$ cat config.mk
export PLATFORM = sky130hd
export DESIGN_NAME = byteSequencer_flat
export DESIGN_NICKNAME = d
export VERILOG_FILES = /design/src/rtl/memPkg.sv /design/src/rtl/reqPkg.sv /design/src/rtl/memReqIf.sv /design/src/rtl/ramPortIf.sv /design/src/rtl/byteSequencer.sv /design/src/flat_wrapper.sv
export SDC_FILE = /design/constraint.sdc
export NUM_CORES = 1
export LEC_CHECK = 0
export BUFFER_PORTS_ARGS = -buffer_cell sky130_fd_sc_hd__buf_2
export CAP_MARGIN = 40
export CORE_ASPECT_RATIO = 2
export CORE_MARGIN = 1
export CORE_UTILIZATION = 40
export CTS_BUF_LIST = sky130_fd_sc_hd__clkbuf_4
export CTS_CLUSTER_DIAMETER = 120
export CTS_CLUSTER_SIZE = 16
export DETAILED_ROUTE_END_ITERATION = 8
export PLACE_DENSITY_LB_ADDON = 0.12
export SLEW_MARGIN = 20
export SYNTH_ARGS = -nofsm -noshare
export SYNTH_HDL_FRONTEND = slang
export SYNTH_SLANG_ARGS = --single-unit
$ cat constraint.sdc
create_clock -name clk -period 7.51 [get_ports clk]
set_input_delay 1.1265 -clock clk [delete_from_list [all_inputs] [get_ports clk]]
set_output_delay 1.1265 -clock clk [all_outputs]
set_load 0.01 [all_outputs]
$ cat src/rtl/memPkg.sv
package memPkg;

    // one RAM location
    typedef logic [7:0] byteT;

    // full data or instruction word
    typedef logic [31:0] wordT;

    // byte address as seen by both requesters
    typedef logic [31:0] addrT;

endpackage

$ cat src/rtl/reqPkg.sv
package reqPkg;

    // access width, decoded from dSel on the data port
    typedef enum logic [1:0] {
        sizeByte = 2'd0,
        sizeHalf = 2'd1,
        sizeWord = 2'd2
    } accessSizeE;

    // port that holds the current grant
    typedef enum logic [1:0] {
        ownerNone  = 2'd0,
        ownerData  = 2'd1,
        ownerFetch = 2'd2
    } ownerE;

    typedef enum logic [1:0] {
        seqIdle = 2'd0,
        seqRun  = 2'd1,
        seqDone = 2'd2
    } seqStateE;

    // counts beats zero through four
    typedef logic [2:0] beatT;

endpackage

$ cat src/rtl/memReqIf.sv
`timescale 1ns/1ps

interface memReqIf;

    logic               valid;
    logic               write;
    reqPkg::accessSizeE size;
    memPkg::addrT       addr;
    memPkg::wordT       wdata;

    // load result, valid together with done
    memPkg::wordT       rdata;
    logic               done;

    modport arbiter (
        output valid,
        output write,
        output size,
        output addr,
        output wdata,
        input  rdata,
        input  done
    );

    modport sequencer (
        input  valid,
        input  write,
        input  size,
        input  addr,
        input  wdata,
        output rdata,
        output done
    );

endinterface

$ cat src/rtl/ramPortIf.sv
`timescale 1ns/1ps

interface ramPortIf;

    logic         we;
    memPkg::addrT addr;
    memPkg::byteT wdata;

    // byte at the address of the previous cycle
    memPkg::byteT rdata;

    modport sequencer (
        output we,
        output addr,
        output wdata,
        input  rdata
    );

    modport ram (
        input  we,
        input  addr,
        input  wdata,
        output rdata
    );

endinterface

$ cat src/rtl/byteSequencer.sv
`timescale 1ns/1ps

module byteSequencer (
    input  logic        clk,
    input  logic        rst,
    input  logic        hold,
    memReqIf.sequencer  req,
    ramPortIf.sequencer ram
);

    reqPkg::seqStateE state;
    reqPkg::beatT     beat;
    reqPkg::beatT     beatCount;
    reqPkg::beatT     prevBeat;
    reqPkg::beatT     addrBeat;
    memPkg::wordT     loadWord;
    logic             active;
    logic             step;
    logic             lastBeat;

    always_comb begin
        case (req.size)
            reqPkg::sizeByte: beatCount = reqPkg::beatT'(1);
            reqPkg::sizeHalf: beatCount = reqPkg::beatT'(2);
            default:          beatCount = reqPkg::beatT'(4);
        endcase
    end

    // beat 0 goes out in the first cycle valid is seen
    assign active = (state == reqPkg::seqRun)
                  || (state == reqPkg::seqIdle && req.valid);
    assign step   = active && !hold;

    // stores end on the last write, loads one beat later
    assign lastBeat = req.write ? (beat == beatCount - reqPkg::beatT'(1))
                                : (beat == beatCount);

    assign prevBeat = beat - reqPkg::beatT'(1);

    // while held, re-read the previous byte so rdata still carries it
    // once the hold is released
    assign addrBeat = hold ? prevBeat : beat;

    assign ram.addr  = req.addr + memPkg::addrT'(addrBeat);
    assign ram.we    = step && req.write;
    assign ram.wdata = req.wdata[{beat[1:0], 3'b000} +: 8];

    assign req.done  = step && lastBeat;

    // last byte comes straight from the RAM, upper bytes stay zero
    assign req.rdata = loadWord
                     | (memPkg::wordT'(ram.rdata) << {prevBeat[1:0], 3'b000});

    always_ff @(posedge clk) begin
        if (rst) begin
            state <= reqPkg::seqIdle;
            beat  <= '0;
        end else begin
            case (state)
                reqPkg::seqIdle,
                reqPkg::seqRun: begin
                    if (step) begin
                        if (lastBeat) begin
                            state <= reqPkg::seqDone;
                            beat  <= '0;
                        end else begin
                            state <= reqPkg::seqRun;
                            beat  <= beat + reqPkg::beatT'(1);
                        end
                    end
                end
                // arbiter drops valid in this cycle
                default: begin
                    state <= reqPkg::seqIdle;
                end
            endcase
        end
    end

    // byte k-1 arrives during beat k
    always_ff @(posedge clk) begin
        if (state != reqPkg::seqRun) begin
            loadWord <= '0;
        end else if (step && !req.write && !lastBeat) begin
            loadWord[{prevBeat[1:0], 3'b000} +: 8] <= ram.rdata;
        end
    end

endmodule

$ cat src/flat_wrapper.sv
// flat-port wrapper written by rule: the top's interface ports become plain ports
module byteSequencer_flat 
  (clk, rst, hold, req_valid, req_write, req_size, req_addr, req_wdata, req_rdata, req_done, ram_we, ram_addr, ram_wdata, ram_rdata);
  memReqIf req_i ();
  ramPortIf ram_i ();
  input  logic clk;
  input  logic rst;
  input  logic hold;
  input wire logic [$bits(req_i.valid)-1:0] req_valid;
  input wire logic [$bits(req_i.write)-1:0] req_write;
  input wire logic [$bits(req_i.size)-1:0] req_size;
  input wire logic [$bits(req_i.addr)-1:0] req_addr;
  input wire logic [$bits(req_i.wdata)-1:0] req_wdata;
  output wire logic [$bits(req_i.rdata)-1:0] req_rdata;
  output wire logic [$bits(req_i.done)-1:0] req_done;
  output wire logic [$bits(ram_i.we)-1:0] ram_we;
  output wire logic [$bits(ram_i.addr)-1:0] ram_addr;
  output wire logic [$bits(ram_i.wdata)-1:0] ram_wdata;
  input wire logic [$bits(ram_i.rdata)-1:0] ram_rdata;
  assign req_i.valid = req_valid;
  assign req_i.write = req_write;
  assign req_i.size = req_size;
  assign req_i.addr = req_addr;
  assign req_i.wdata = req_wdata;
  assign req_rdata = req_i.rdata;
  assign req_done = req_i.done;
  assign ram_we = ram_i.we;
  assign ram_addr = ram_i.addr;
  assign ram_wdata = ram_i.wdata;
  assign ram_i.rdata = ram_rdata;
  byteSequencer u_core (.clk(clk), .rst(rst), .hold(hold), .req(req_i), .ram(ram_i));
endmodule
==> reports/results.txt <==
Outcome: completed
Clock tree buffer depth: 2
Clock transition at path regs: 0.11 ns
Share of post-route cells with drive strength above 1: 36.53%
Pre-CTS setup slack: 2.998 ns
Dominant cells by area after synthesis: dfxtp_1 25%, mux2i_1 11%, a21o_1 8.6%
CP Data Arrival Time: 3.76 ns
Gates resized, CTS repair: 0
DIE AREA: 0.007827 mm^2
Top FF cell, synth: dfxtp_1
Net Count, Synth: 447
Synth top cells by count: 49 x nand3_1, 41 x nand2_1, 37 x dfxtp_1
Clock sinks: 37
Vias in the first global route: 2762
RSZ-0062 raised after global routing: false
I/O Buffers: 152
Setup violations, final: 0
Cell area after placement: 0.003771 mm^2
Post-synth cell types: 42
Cell area after layout: 0.003821 mm^2
Mean Syn Cell Area: 8.402 um^2
Crit path required time: 6.38 ns
FMAX: 204.6 MHz
Core Area: 0.007212 mm^2
Peak supply drop: 0.05228 mV
TNS Setup: 0 ns
Final hold vios: 0
GRT overflow: 0
Final period util: 65.07%
Crit Path Class: reg -> out
Synth top area share: 24.83%
DP HPWL: 6627 um
WL/cell: 14.07 um
Post-synth ARST share: 0%
Net total in the final layout: 583
Worst R2R End: u_core.loadWord[11]
Std-Cell Rows: 44
R2R cell count: 6
Die height: 124.1 um
Worst Tran Pin Value: 0.8489 ns
Syn Inst Count: 355
Maxcap violations: 0
Area grow syn2layout: 28.10%
CTS tree: built
Worst R2R Setup Slack: 4.50 ns
Yosys reg bits: 37
Minimum clock period after layout: 4.887 ns
Synthesis Warnings: 0
Clock Latency Late Sink: 0.36 ns
CTS Root Cell: clkbuf_4
Worst r2r src: u_core.beat[1]
DR pass1 iterations: 4
Cell Pwr Density: 129.4 mW/mm^2
Via count: 3004
Filler instances: 721
H-Tree Depth: 2
Routed WL: 8202 um
Final Max Tran Viols: 0
Gp weighted congestion: 0.7521
Post-synth EDFFs: 0
Initial antenna violation count: 0
Initial DRC count: 160
Crit-path max FO: 18
DRC errors left: 0
Crit start category: register
Area of the mapped netlist: 0.002983 mm^2
HP Class: reg -> reg
Min-delay src: u_core.loadWord[3]
Final core occ: 52.98%
Slew headroom: 42.97%
Total track usage: 21.24%
Hold depth: 2
First-pass GRT wire length: 13090 um
Final Skew: 0.007962 ns
# hold bufs at CTS: 0
Number of CTS-inserted buffers: 5
Most frequent cell after synthesis: nand3_1
Seq/Total Area, Yosys: 24.83%
Final hold slack: 0.4650 ns
I/O Pins: 153
Setup Fix Bufs, Post-CTS: 0
Largest net degree at the start of global routing: 65
Drt via density: 5.153
Setup slack after layout: 2.623 ns
Yosys top cell by area: dfxtp_1
Static Leak: 2.144 nW
Starting Density: 41.36%
Hold EP: u_core.loadWord[3]
Post-DRT Antenna Nets: 0
Die X-Extent: 63.06 um
Critical Path End Type: output pin
[cell usage in the layout (no fill, tap or decap), drive strengths merged, types with 12 or more instances in the layout]
cell type,n
dfxtp,37
xnor2,24
nand2,45
nand3,49
ha,12
nor2,16
buf,155
mux2i,32
xor2,12
a21o,34
[worst max-delay path: stages (launching register included)]
cell     delay [ns]
dfxtp_1        0.85
inv_1          0.21
ha_1           0.44
a21oi_1        0.23
inv_1          0.08
fa_1           0.43
nor2b_1        0.15
o21a_1         0.23
nor2b_1        0.33
nand4_1        0.16
xnor2_1        0.14
buf_2          0.14
[final cells by class]
class	instances	area [um^2]	share of cell area (%)
Timing Repair Buffer	155	780.7	20.43
Inverter	10	37.54	0.9823
Clock inverter	1	5.005	0.1310
Multi-Input combinational cell	282	2102	55.01
Sequential cell	37	740.7	19.38
Clock buffer	5	37.54	0.9823
Tap cell	92	115.1	3.012
Antenna cell	1	2.502	0.06549
[worst max-delay path by stage]
stage	startpoint	depth (start not counted)	end
2_1_floorplan	u_core.beat[1]	12	ram_addr[16]
3_3_place_gp	u_core.beat[1]	11	ram_addr[16]
3_5_place_dp	u_core.beat[1]	11	ram_addr[16]
4_1_cts	u_core.beat[1]	11	ram_addr[16]
5_1_grt	u_core.beat[1]	11	ram_addr[16]
6_report	u_core.beat[1]	11	ram_addr[16]
[flip-flops by register name, indices dropped and copies added, names as in the netlist]
name / count
u_core.state: 2
u_core.loadWord: 32
u_core.beat: 3
[metrics by stage]
stage | power (mW) | instances
3_5_place_dp | 0.4011 | 575
3_3_place_gp | 0.3989 | 575
2_1_floorplan | 0.3246 | 355
5_1_grt | 0.5291 | 582
4_1_cts | 0.5028 | 581
6_report | 0.4946 | 583
[power by group]
group          switching (mW)  internal [mW]  leakage [nW]
clock network          0.0660         0.0325        0.0269
registers             0.00297          0.198         0.298
logic                   0.110         0.0852          1.82
total                   0.179          0.316          2.14
[metal layers]
layer	up-vias	global-route usage [%]	part of all wire, %
li1	1512	-	-
met5	-	0	0
met1	1379	21.95	36
met4	0	9.157	2.5
met3	11	3.114	5.0
met2	102	41.33	57
[cell families (layout without fill, tap and decap cells)]
group                      after synthesis  after routing  share of synthesized area [%]
AOI/OAI and AO/OA                       45             45                          11.07
xor gates and xnor gates                36             36                          10.57
adders and majority gates               13             13                          5.705
buffers and inverters                   36            171                          4.949
DFF                                     37             37                          24.83
muxes                                   40             40                          16.78
other                                    0              1                              0
and+or+nand+nor                        148            148                          26.09
(Power assumes the default switching activity.)
