**config.mk**
```make
export PLATFORM = sky130hd
export DESIGN_NAME = portArbiter_flat
export DESIGN_NICKNAME = d
export VERILOG_FILES = /design/src/rtl/memPkg.sv /design/src/rtl/reqPkg.sv /design/src/rtl/memReqIf.sv /design/src/rtl/portArbiter.sv /design/src/flat_wrapper.sv
export SDC_FILE = /design/constraint.sdc
export NUM_CORES = 1
export LEC_CHECK = 0
export BUFFER_PORTS_ARGS = -buffer_cell sky130_fd_sc_hd__buf_4
export CAP_MARGIN = 30
export CELL_PAD_IN_SITES_DETAIL_PLACEMENT = 1
export CELL_PAD_IN_SITES_GLOBAL_PLACEMENT = 1
export CORE_MARGIN = 3
export CORE_UTILIZATION = 26
export DETAILED_ROUTE_END_ITERATION = 16
export GPL_ROUTABILITY_DRIVEN = 0
export PLACE_DENSITY_LB_ADDON = 0.25
export SETUP_SLACK_MARGIN = 0.2
export SYNTH_ARGS = -nofsm -noshare
export SYNTH_HDL_FRONTEND = slang
export SYNTH_SLANG_ARGS = --single-unit
```
**constraint.sdc**
```tcl
create_clock -name clk -period 3.67 [get_ports clk]
set_input_delay 0.734 -clock clk [delete_from_list [all_inputs] [get_ports clk]]
set_output_delay 0.734 -clock clk [all_outputs]
set_load 0.03 [all_outputs]
```
**src/rtl/memPkg.sv**
```systemverilog
package memPkg;

    // one RAM location
    typedef logic [7:0] byteT;

    // full data or instruction word
    typedef logic [31:0] wordT;

    // byte address as seen by both requesters
    typedef logic [31:0] addrT;

endpackage

```
**src/rtl/reqPkg.sv**
```systemverilog
package reqPkg;

    // access width, decoded from dSel on the data port
    typedef enum logic [1:0] {
        sizeByte = 2'd0,
        sizeHalf = 2'd1,
        sizeWord = 2'd2
    } accessSizeE;

    // port that holds the current grant
    typedef enum logic [1:0] {
        ownerNone  = 2'd0,
        ownerData  = 2'd1,
        ownerFetch = 2'd2
    } ownerE;

    typedef enum logic [1:0] {
        seqIdle = 2'd0,
        seqRun  = 2'd1,
        seqDone = 2'd2
    } seqStateE;

    // counts beats zero through four
    typedef logic [2:0] beatT;

endpackage

```
**src/rtl/memReqIf.sv**
```systemverilog
`timescale 1ns/1ps

interface memReqIf;

    logic               valid;
    logic               write;
    reqPkg::accessSizeE size;
    memPkg::addrT       addr;
    memPkg::wordT       wdata;

    // load result, valid together with done
    memPkg::wordT       rdata;
    logic               done;

    modport arbiter (
        output valid,
        output write,
        output size,
        output addr,
        output wdata,
        input  rdata,
        input  done
    );

    modport sequencer (
        input  valid,
        input  write,
        input  size,
        input  addr,
        input  wdata,
        output rdata,
        output done
    );

endinterface

```
**src/rtl/portArbiter.sv**
```systemverilog
`timescale 1ns/1ps

module portArbiter (
    input  logic         clk,
    input  logic         rst,

    // instruction fetch port
    input  logic         fCyc,
    input  logic         fStb,
    input  memPkg::addrT fAdr,
    output memPkg::wordT fDatR,
    output logic         fAck,

    // data port
    input  logic         dCyc,
    input  logic         dStb,
    input  logic         dWe,
    input  logic [3:0]   dSel,
    input  memPkg::addrT dAdr,
    input  memPkg::wordT dDatW,
    output memPkg::wordT dDatR,
    output logic         dAck,

    memReqIf.arbiter     req
);

    reqPkg::ownerE      owner;
    logic               dataReq;
    logic               fetchReq;

    logic               reqWrite;
    reqPkg::accessSizeE reqSize;
    memPkg::addrT       reqAddr;
    memPkg::wordT       reqWdata;

    // anything other than a byte or half lane mask counts as a word
    function automatic reqPkg::accessSizeE selToSize(input logic [3:0] sel);
        case (sel)
            4'b0001: return reqPkg::sizeByte;
            4'b0011: return reqPkg::sizeHalf;
            default: return reqPkg::sizeWord;
        endcase
    endfunction

    assign dataReq  = dCyc && dStb;
    assign fetchReq = fCyc && fStb;

    // data port wins a tie
    always_ff @(posedge clk) begin
        if (rst) begin
            owner <= reqPkg::ownerNone;
        end else if (owner == reqPkg::ownerNone) begin
            if (dataReq) begin
                owner <= reqPkg::ownerData;
            end else if (fetchReq) begin
                owner <= reqPkg::ownerFetch;
            end
        end else if (req.done) begin
            owner <= reqPkg::ownerNone;
        end
    end

    // request fields latched with the grant
    always_ff @(posedge clk) begin
        if (owner == reqPkg::ownerNone) begin
            if (dataReq) begin
                reqWrite <= dWe;
                reqSize  <= selToSize(dSel);
                reqAddr  <= dAdr;
                reqWdata <= dDatW;
            end else begin
                // fetch is always a word read
                reqWrite <= 1'b0;
                reqSize  <= reqPkg::sizeWord;
                reqAddr  <= fAdr;
                reqWdata <= '0;
            end
        end
    end

    assign req.valid = (owner != reqPkg::ownerNone);
    assign req.write = reqWrite;
    assign req.size  = reqSize;
    assign req.addr  = reqAddr;
    assign req.wdata = reqWdata;

    // done goes back to whichever port owns the access
    assign fAck  = req.done && (owner == reqPkg::ownerFetch);
    assign dAck  = req.done && (owner == reqPkg::ownerData);
    assign fDatR = (owner == reqPkg::ownerFetch) ? req.rdata : '0;
    assign dDatR = (owner == reqPkg::ownerData) ? req.rdata : '0;

endmodule

```
**src/flat_wrapper.sv**
```systemverilog
// flat-port wrapper written by rule: the top's interface ports become plain ports
module portArbiter_flat 
  (clk, rst, fCyc, fStb, fAdr, fDatR, fAck, dCyc, dStb, dWe, dSel, dAdr, dDatW, dDatR, dAck, req_valid, req_write, req_size, req_addr, req_wdata, req_rdata, req_done);
  memReqIf req_i ();
  input  logic clk;
  input  logic rst;
  input  logic fCyc;
  input  logic fStb;
  input  memPkg::addrT fAdr;
  output memPkg::wordT fDatR;
  output logic fAck;
  input  logic dCyc;
  input  logic dStb;
  input  logic dWe;
  input  logic [3:0] dSel;
  input  memPkg::addrT dAdr;
  input  memPkg::wordT dDatW;
  output memPkg::wordT dDatR;
  output logic dAck;
  output wire logic [$bits(req_i.valid)-1:0] req_valid;
  output wire logic [$bits(req_i.write)-1:0] req_write;
  output wire logic [$bits(req_i.size)-1:0] req_size;
  output wire logic [$bits(req_i.addr)-1:0] req_addr;
  output wire logic [$bits(req_i.wdata)-1:0] req_wdata;
  input wire logic [$bits(req_i.rdata)-1:0] req_rdata;
  input wire logic [$bits(req_i.done)-1:0] req_done;
  assign req_valid = req_i.valid;
  assign req_write = req_i.write;
  assign req_size = req_i.size;
  assign req_addr = req_i.addr;
  assign req_wdata = req_i.wdata;
  assign req_i.rdata = req_rdata;
  assign req_i.done = req_done;
  portArbiter u_core (.clk(clk), .rst(rst), .fCyc(fCyc), .fStb(fStb), .fAdr(fAdr), .fDatR(fDatR), .fAck(fAck), .dCyc(dCyc), .dStb(dStb), .dWe(dWe), .dSel(dSel), .dAdr(dAdr), .dDatW(dDatW), .dDatR(dDatR), .dAck(dAck), .req(req_i));
endmodule
```
==> impl_metrics.sql, run 1 <==
INSERT INTO impl_metrics (metric_group, metric, value, unit) VALUES
('yosys', 'main_area_contributors_after_synthesis', 'sky130_fd_sc_hd__edfxtp_1 60%, sky130_fd_sc_hd__mux2_4 13%, sky130_fd_sc_hd__and2_1 12%', ''),
('power_and_ir_drop', 'powerDensity', '413', 'nW/um^2'),
('floorplan', 'floorplan.rows', '40', ''),
('yosys', 'synthesis.yosys.warnings', '0', ''),
('route', 'route.detailed.drc', '0', ''),
('cts', 'htree_num_levels', '3', ''),
('critical_path', 'crit_family', 'simple AND/OR/NAND/NOR gates', ''),
('floorplan', 'fp.coreArea', '12300', 'sq um'),
('route', 'routed_via_density', '4.32', ''),
('cts', 'clk_transition_reported_paths', '50', 'ps'),
('floorplan', 'initial_core_utilization', '0.272', ''),
('critical_path', 'crit_path_end_kind', 'output port', ''),
('timing', 'fin_setup_tns', '0', 'ps'),
('yosys', 'mappedNetlistArea', '3350', 'sq um'),
('power_and_ir_drop', 'vdd.ir_drop.worst', '0.198', 'mV'),
('cts', 'clkLatencyLatePin', '320', 'ps'),
('critical_path', 'path_cells', 'nor2b_2, and2_1, buf_4', ''),
('global_routing', 'first_global_vias', '3232', ''),
('yosys', 'post_synth.cell_area_avg', '14.5', 'sq um'),
('finish', 'syn2layout_area_growth', '72.6', '%'),
('placed_design', 'io_buffer_count', '273', ''),
('cts', 'cts_tree', 'built', ''),
('timing', 'clock_skew', '5.31', 'ps'),
('cts', 'cts_setup_buffers', '0', ''),
('job', 'cap_violations', '0', ''),
('timing', 'relSlewSlack', '0.352', ''),
('finish', 'n_diodes', '0', ''),
('global_routing', 'gr-total-overflow', '0', ''),
('critical_path', 'critical_path.startpoint_type', 'flip-flop', ''),
('yosys', 'netlist-cell-type-count', '22', ''),
('critical_path', 'timing.critical_path.arrival', '1980', 'ps'),
('route', 'antenna_left', '0', ''),
('floorplan', 'die_x', '120', 'um'),
('cts', 'cts.hold.buffers_added', '0', ''),
('critical_path', 'timing.critical_path.fanout_max', '33', ''),
('global_routing', 'pin_count_of_the_biggest_net_entering_global_routing', '69', ''),
('floorplan', 'floorplan.die.height', '120', 'um'),
('global_routing', 'number_of_antenna_violations_at_the_first_check_in_global_routing', '0', ''),
('status', 'run_status', 'finished clean', ''),
('route', 'drt_first_iter_violations', '59', ''),
('finish', 'layout.cells.most_common_list', '274 x sky130_fd_sc_hd__buf_4, 67 x sky130_fd_sc_hd__edfxtp_1, 66 x sky130_fd_sc_hd__and2_1', ''),
('yosys', 'synthesis.nets', '371', ''),
('placed_design', 'place.detailed.hpwl', '9370', 'um'),
('finish', 'layout.cells.most_common', 'sky130_fd_sc_hd__buf_4', ''),
('cts', 'cts_resized', '0', ''),
('floorplan', 'design.portCount', '274', ''),
('timing', 'slew_violations', '0', ''),
('critical_path', 'cpMaxStageDelayCell', 'sky130_fd_sc_hd__nor2b_2', ''),
('cts', 'cts_root_buffer', 'sky130_fd_sc_hd__clkbuf_16', ''),
('yosys', 'seq_area_frac_synth', '0.613', ''),
('yosys', 'syn-instance-count', '231', ''),
('finish', 'final_core_util', '0.470', ''),
('global_routing', 'gr-usage-met2', '0.291', ''),
('timing', 'fin_crit_sh', '0.740', ''),
('cts', 'clockBufferDepth', '2', ''),
('global_routing', 'grt_pass1_wl', '17800', 'um'),
('timing', 'layout_min_cycle_time', '2710', 'ps'),
('floorplan', 'total_die_area', '14300', 'sq um'),
('power_and_ir_drop', 'p_leak', '0.00293', 'uW'),
('cts', 'clock_sink_count', '69', ''),
('route', 'drt_total_wl', '11900', 'um'),
('critical_path', 'critical_path_type', 'flip-flop to output port', ''),
('yosys', 'netlist.area_leader.share', '0.601', ''),
('finish', 'final_nets', '639', ''),
('cts', 'cts_inserted_buffers', '9', ''),
('global_routing', 'use_met3', '0.0796', ''),
('timing', 'max_slew.worst_pin.slew', '968', 'ps'),
('yosys', 'leading_area_contributor_after_synthesis', 'sky130_fd_sc_hd__edfxtp_1', ''),
('route', 'number_of_vias_after_detailed_routing', '2905', ''),
('timing', 'rsz_0062_raised_after_global_routing', 'no', ''),
('route', 'detailedRoute.firstPassIterationCount', '4', '');
final timing paths:
kind	from	end	slack (ps)	depth (start not counted)
worst max-delay path	u_core.owner[1]	fDatR[25]	960	3
worst min-delay path	u_core.owner[0]	u_core.owner[0]	570	2
worst max register to register	u_core.owner[0]	u_core.req.wdata[11]	2090	2
worst min register to register	u_core.owner[0]	u_core.owner[0]	570	2
routing by layer:
metal / wire length [um] / share of wire
met1: 4210 / 0.35
met2: 6220 / 0.52
met3: 1320 / 0.11
met4: 149 / 0.013
met5: 0 / 0
metrics by stage:
step	cell area, sq um	cells	power (uW)	setup slack, ps	hold WS (ps)
floorplan	3350	231	1350	248	494
global placement	5520	656	1650	1330	526
detailed placement	5520	656	1660	1250	564
CTS	5780	672	2430	885	562
global route	5780	672	2500	751	567
finish	5780	672	2390	955	566
logic make-up after synthesis:
| kind of cell | count (synthesis) | share of synthesized area |
|---|---|---|
| buffers and inverters | 18 | 0.0314 |
| muxes | 32 | 0.140 |
| and+or+nand+nor | 109 | 0.210 |
| DFF | 69 | 0.613 |
| AOI/OAI and AO/OA | 3 | 0.00598 |
worst register-to-register path, delay by kind of cell, from the launching register on:
| family | cells | cell delay (ps) |
|---|---|---|
| buffers and inverters | 1 | 680 |
| DFF | 1 | 360 |
| and+or+nand+nor | 1 | 110 |
synth_stat cells, drive strengths merged:
master   instances
a41o             1
mux2            32
nand4bb          1
and2            66
and2b            1
nor2b            1
nor2             1
a21oi            2
clkbuf           6
nand2            1
or3              1
dfxtp            2
buf             11
and3            33
inv              1
nor3b            1
edfxtp          67
nand2b           2
nor4b            1
final cells by class:
type | count | area, sq um
clock buffers | 10 | 229
clock inverters | 6 | 30.0
fillers | 1363 | 6530
inverters | 1 | 3.75
multi-input cells | 144 | 1200
flip-flops and latches | 69 | 2050
well taps | 168 | 210
repair buffers | 274 | 2060
state kept, by name (all words and copies together), names as in the netlist:
| register | count |
|---|---|
| u_core.req.addr | 32 |
| u_core.req.size | 2 |
| u_core.req.write | 1 |
| u_core.owner | 2 |
| u_core.req.wdata | 32 |
power breakdown:
group          internal (uW)  leakage, uW  total [uW]  switching, uW
logic                    283      0.00207         648            365
clock network            448     0.000127         751            303
registers                965     0.000732         990           24.5
total                   1700      0.00293        2390            692
Power figures use the tool's default switching activity.
==> run 2: changes to the inputs <==
--- a/config.mk
+++ b/config.mk
@@ -5,12 +5,13 @@
 export SDC_FILE = /design/constraint.sdc
 export NUM_CORES = 1
 export LEC_CHECK = 0
+export ABC_AREA = 1
 export BUFFER_PORTS_ARGS = -buffer_cell sky130_fd_sc_hd__buf_4
 export CAP_MARGIN = 30
 export CELL_PAD_IN_SITES_DETAIL_PLACEMENT = 1
 export CELL_PAD_IN_SITES_GLOBAL_PLACEMENT = 1
 export CORE_MARGIN = 3
-export CORE_UTILIZATION = 26
+export CORE_UTILIZATION = 25
 export DETAILED_ROUTE_END_ITERATION = 16
 export GPL_ROUTABILITY_DRIVEN = 0
 export PLACE_DENSITY_LB_ADDON = 0.25
==> constraint.sdc (replaced) <==
create_clock -name clk -period 2.55 [get_ports clk]
set_input_delay 0.51 -clock clk [delete_from_list [all_inputs] [get_ports clk]]
set_output_delay 0.51 -clock clk [all_outputs]
set_load 0.03 [all_outputs]
==> impl_metrics.sql, run 2 <==
INSERT INTO impl_metrics (metric_group, metric, value, unit) VALUES
('yosys', 'synth-seq-cells', '69', ''),
('timing', 'fin_crit_sh', '0.791', ''),
('finish', 'syn2layout_area_growth', '79.2', '%'),
('power_and_ir_drop', 'vdd.ir_drop.worst', '0.260', 'mV'),
('cts', 'clock_sink_count', '69', ''),
('cts', 'clkLatencyLatePin', '320', 'ps'),
('critical_path', 'crit_path_end_kind', 'output port', ''),
('finish', 'register_area', '2050', 'sq um'),
('cts', 'cts_setup_buffers', '0', ''),
('route', 'drt_first_iter_violations', '109', ''),
('global_routing', 'groute.usage.overall', '0.165', ''),
('critical_path', 'reg2reg_from', 'u_core.owner[1]', ''),
('placed_design', 'place.detailed.hpwl', '9690', 'um'),
('global_routing', 'first_global_vias', '3506', ''),
('timing', 'max_slew.worst_pin.slew', '583', 'ps'),
('yosys', 'ys.flop_type', 'sky130_fd_sc_hd__edfxtp_1', ''),
('global_routing', 'number_of_antenna_violations_at_the_first_check_in_global_routing', '0', ''),
('critical_path', 'critical_path.startpoint_type', 'flip-flop', ''),
('global_routing', 'grt-busiest-layer', 'met2', ''),
('timing', 'timing.fmax', '496', 'MHz'),
('floorplan', 'floorplan.die.height', '119', 'um'),
('critical_path', 'worst_ep_required_time', '2040', 'ps'),
('route', 'number_of_vias_after_detailed_routing', '3371', ''),
('critical_path', 'critical_path_type', 'flip-flop to output port', ''),
('critical_path', 'timing.critical_path.fanout_max', '33', ''),
('status', 'run_status', 'finished clean', ''),
('yosys', 'seq_area_frac_synth', '0.641', ''),
('cts', 'clockBufferDepth', '2', ''),
('yosys', 'netlist-cell-type-count', '10', ''),
('yosys', 'synth.most_common_cell', 'sky130_fd_sc_hd__nand2_1', ''),
('yosys', 'syn-instance-count', '369', ''),
('finish', 'n_diodes', '0', ''),
('job', 'cap_violations', '0', ''),
('finish', 'multi_input_area', '817', 'sq um'),
('cts', 'cts_resized', '0', ''),
('floorplan', 'die_x', '119', 'um'),
('floorplan', 'total_die_area', '14200', 'sq um'),
('finish', 'final_core_util', '0.468', ''),
('timing', 'relSlewSlack', '0.611', ''),
('timing', 'timing.final.setup_violations', '0', ''),
('cts', 'cts_root_buffer', 'sky130_fd_sc_hd__clkbuf_16', ''),
('yosys', 'mappedNetlistArea', '3200', 'sq um'),
('yosys', 'synth_edf_count', '67', ''),
('critical_path', 'worst_setup_path_startpoint', 'u_core.owner[0]', ''),
('global_routing', 'grt_pass1_wl', '18400', 'um'),
('timing', 'slew_violations', '0', ''),
('timing', 'final_hold_viol_count', '0', ''),
('route', 'routed_via_density', '4.13', ''),
('route', 'route.detailed.drc', '0', ''),
('timing', 'fin_setup_tns', '0', 'ps'),
('yosys', 'main_area_contributors_after_synthesis', 'sky130_fd_sc_hd__edfxtp_1 63%, sky130_fd_sc_hd__nand2_1 12%, sky130_fd_sc_hd__nor2_1 12%', ''),
('global_routing', 'use_met1', '0.169', ''),
('global_routing', 'gr-usage-met2', '0.299', ''),
('yosys', 'ys_top_cells_by_count', '106 x sky130_fd_sc_hd__nand2_1, 102 x sky130_fd_sc_hd__nor2_1, 71 x sky130_fd_sc_hd__inv_1', ''),
('critical_path', 'timing.critical_path.arrival', '1510', 'ps'),
('finish', 'num-fill-cells', '1486', ''),
('finish', 'layout.cells.most_common_list', '278 x sky130_fd_sc_hd__buf_4, 105 x sky130_fd_sc_hd__nand2_1, 101 x sky130_fd_sc_hd__nor2_1', ''),
('min_path', 'min-delay-path-class', 'input port to flip-flop', ''),
('global_routing', 'use_met3', '0.0745', ''),
('global_routing', 'gr-total-overflow', '0', ''),
('yosys', 'synthArstFlopShare', '0', ''),
('finish', 'layout.cells.most_common', 'sky130_fd_sc_hd__buf_4', ''),
('yosys', 'synthesis.yosys.warnings', '0', ''),
('power_and_ir_drop', 'p_leak', '0.00317', 'uW'),
('min_path', 'holdCritStartpoint', 'rst', ''),
('cts', 'cts_tree', 'built', ''),
('timing', 'clock_skew', '3.29', 'ps'),
('cts', 'clk_transition_reported_paths', '50', 'ps'),
('cts', 'cts_inserted_buffers', '9', ''),
('route', 'detailedRoute.firstPassIterationCount', '3', ''),
('placed_design', 'io_buffer_count', '273', ''),
('placed_design', 'place_area', '5450', 'sq um'),
('floorplan', 'fp.coreArea', '12300', 'sq um'),
('route', 'drt_total_wl', '12100', 'um'),
('power_and_ir_drop', 'powerDensity', '630', 'nW/um^2'),
('yosys', 'leading_area_contributor_after_synthesis', 'sky130_fd_sc_hd__edfxtp_1', ''),
('finish', 'final_nets', '783', ''),
('floorplan', 'floorplan.rows', '40', ''),
('cts', 'cts.hold.buffers_added', '0', ''),
('floorplan', 'initial_core_utilization', '0.261', ''),
('finish', 'stdcell_area', '5740', 'sq um'),
('route', 'wl_per_cell', '14.9', 'um'),
('timing', 'layout_min_cycle_time', '2020', 'ps'),
('yosys', 'post_synth.cell_area_avg', '8.68', 'sq um'),
('route', 'antenna_left', '0', ''),
('floorplan', 'design.portCount', '274', ''),
('timing', 'setup_ws', '534', 'ps'),
('cts', 'htree_num_levels', '3', ''),
('yosys', 'synthesis.nets', '509', ''),
('placed_design', 'placement.setup.worst_slack', '876', 'ps'),
('global_routing', 'pin_count_of_the_biggest_net_entering_global_routing', '69', ''),
('timing', 'rsz_0062_raised_after_global_routing', 'no', ''),
('timing', 'fin_hold_ws', '344', 'ps'),
('yosys', 'netlist.area_leader.share', '0.628', ''),
('finish', 'ratio_of_cells_with_drive_above_1_in_the_final_layout', '0.454', '');
[run 2: power by group]
group	internal (uW)	total, uW	switching, uW
combinational	383	980	597
clock	750	1190	444
sequential	1400	1440	39.4
[run 2: layout make-up]
cell class                 instances  share of cell area
tap                              168              0.0366
multi-input combinational        213               0.142
timing repair buffer             279               0.367
clock buffer                      11              0.0406
sequential                        69               0.358
clock inverter                     5             0.00894
inverter                          71              0.0465
[run 2: kinds of logic (layout without fill, tap and decap cells)]
logic type / after synthesis / after routing / synth area share
DFF: 69 / 69 / 0.641
and+or+nand+nor: 211 / 211 / 0.249
buffers and inverters: 87 / 366 / 0.107
AOI/OAI and AO/OA: 2 / 2 / 0.00313
[run 2: critical path, stage by stage, from the launching register on]
cell and delay, ps:
sky130_fd_sc_hd__dfxtp_1 410, sky130_fd_sc_hd__inv_1 90, sky130_fd_sc_hd__nand2_1 70, sky130_fd_sc_hd__buf_4 320, sky130_fd_sc_hd__nor2_1 100, sky130_fd_sc_hd__buf_4 180
[run 2: metal layers]
layer / share of wire / up-vias
li1: - / 1646
met1: 0.36 / 1533
met2: 0.51 / 176
met3: 0.11 / 16
met4: 0.018 / 0
met5: 0 / -
[run 2: through the flow]
step	total power, uW	instances
floorplan	1970	369
global placement	2440	800
detailed placement	2460	800
CTS	3670	816
global route	3780	816
finish	3620	816
[run 2: path summary, 6_finish.rpt]
| check | to | cells past startpoint | slack (ps) |
|---|---|---|---|
| max reg2reg | u_core.req.size[1] | 2 | 1200 |
| min | u_core.owner[0] | 2 | 340 |
| min reg2reg | u_core.owner[0] | 2 | 520 |
| max | fDatR[5] | 5 | 530 |
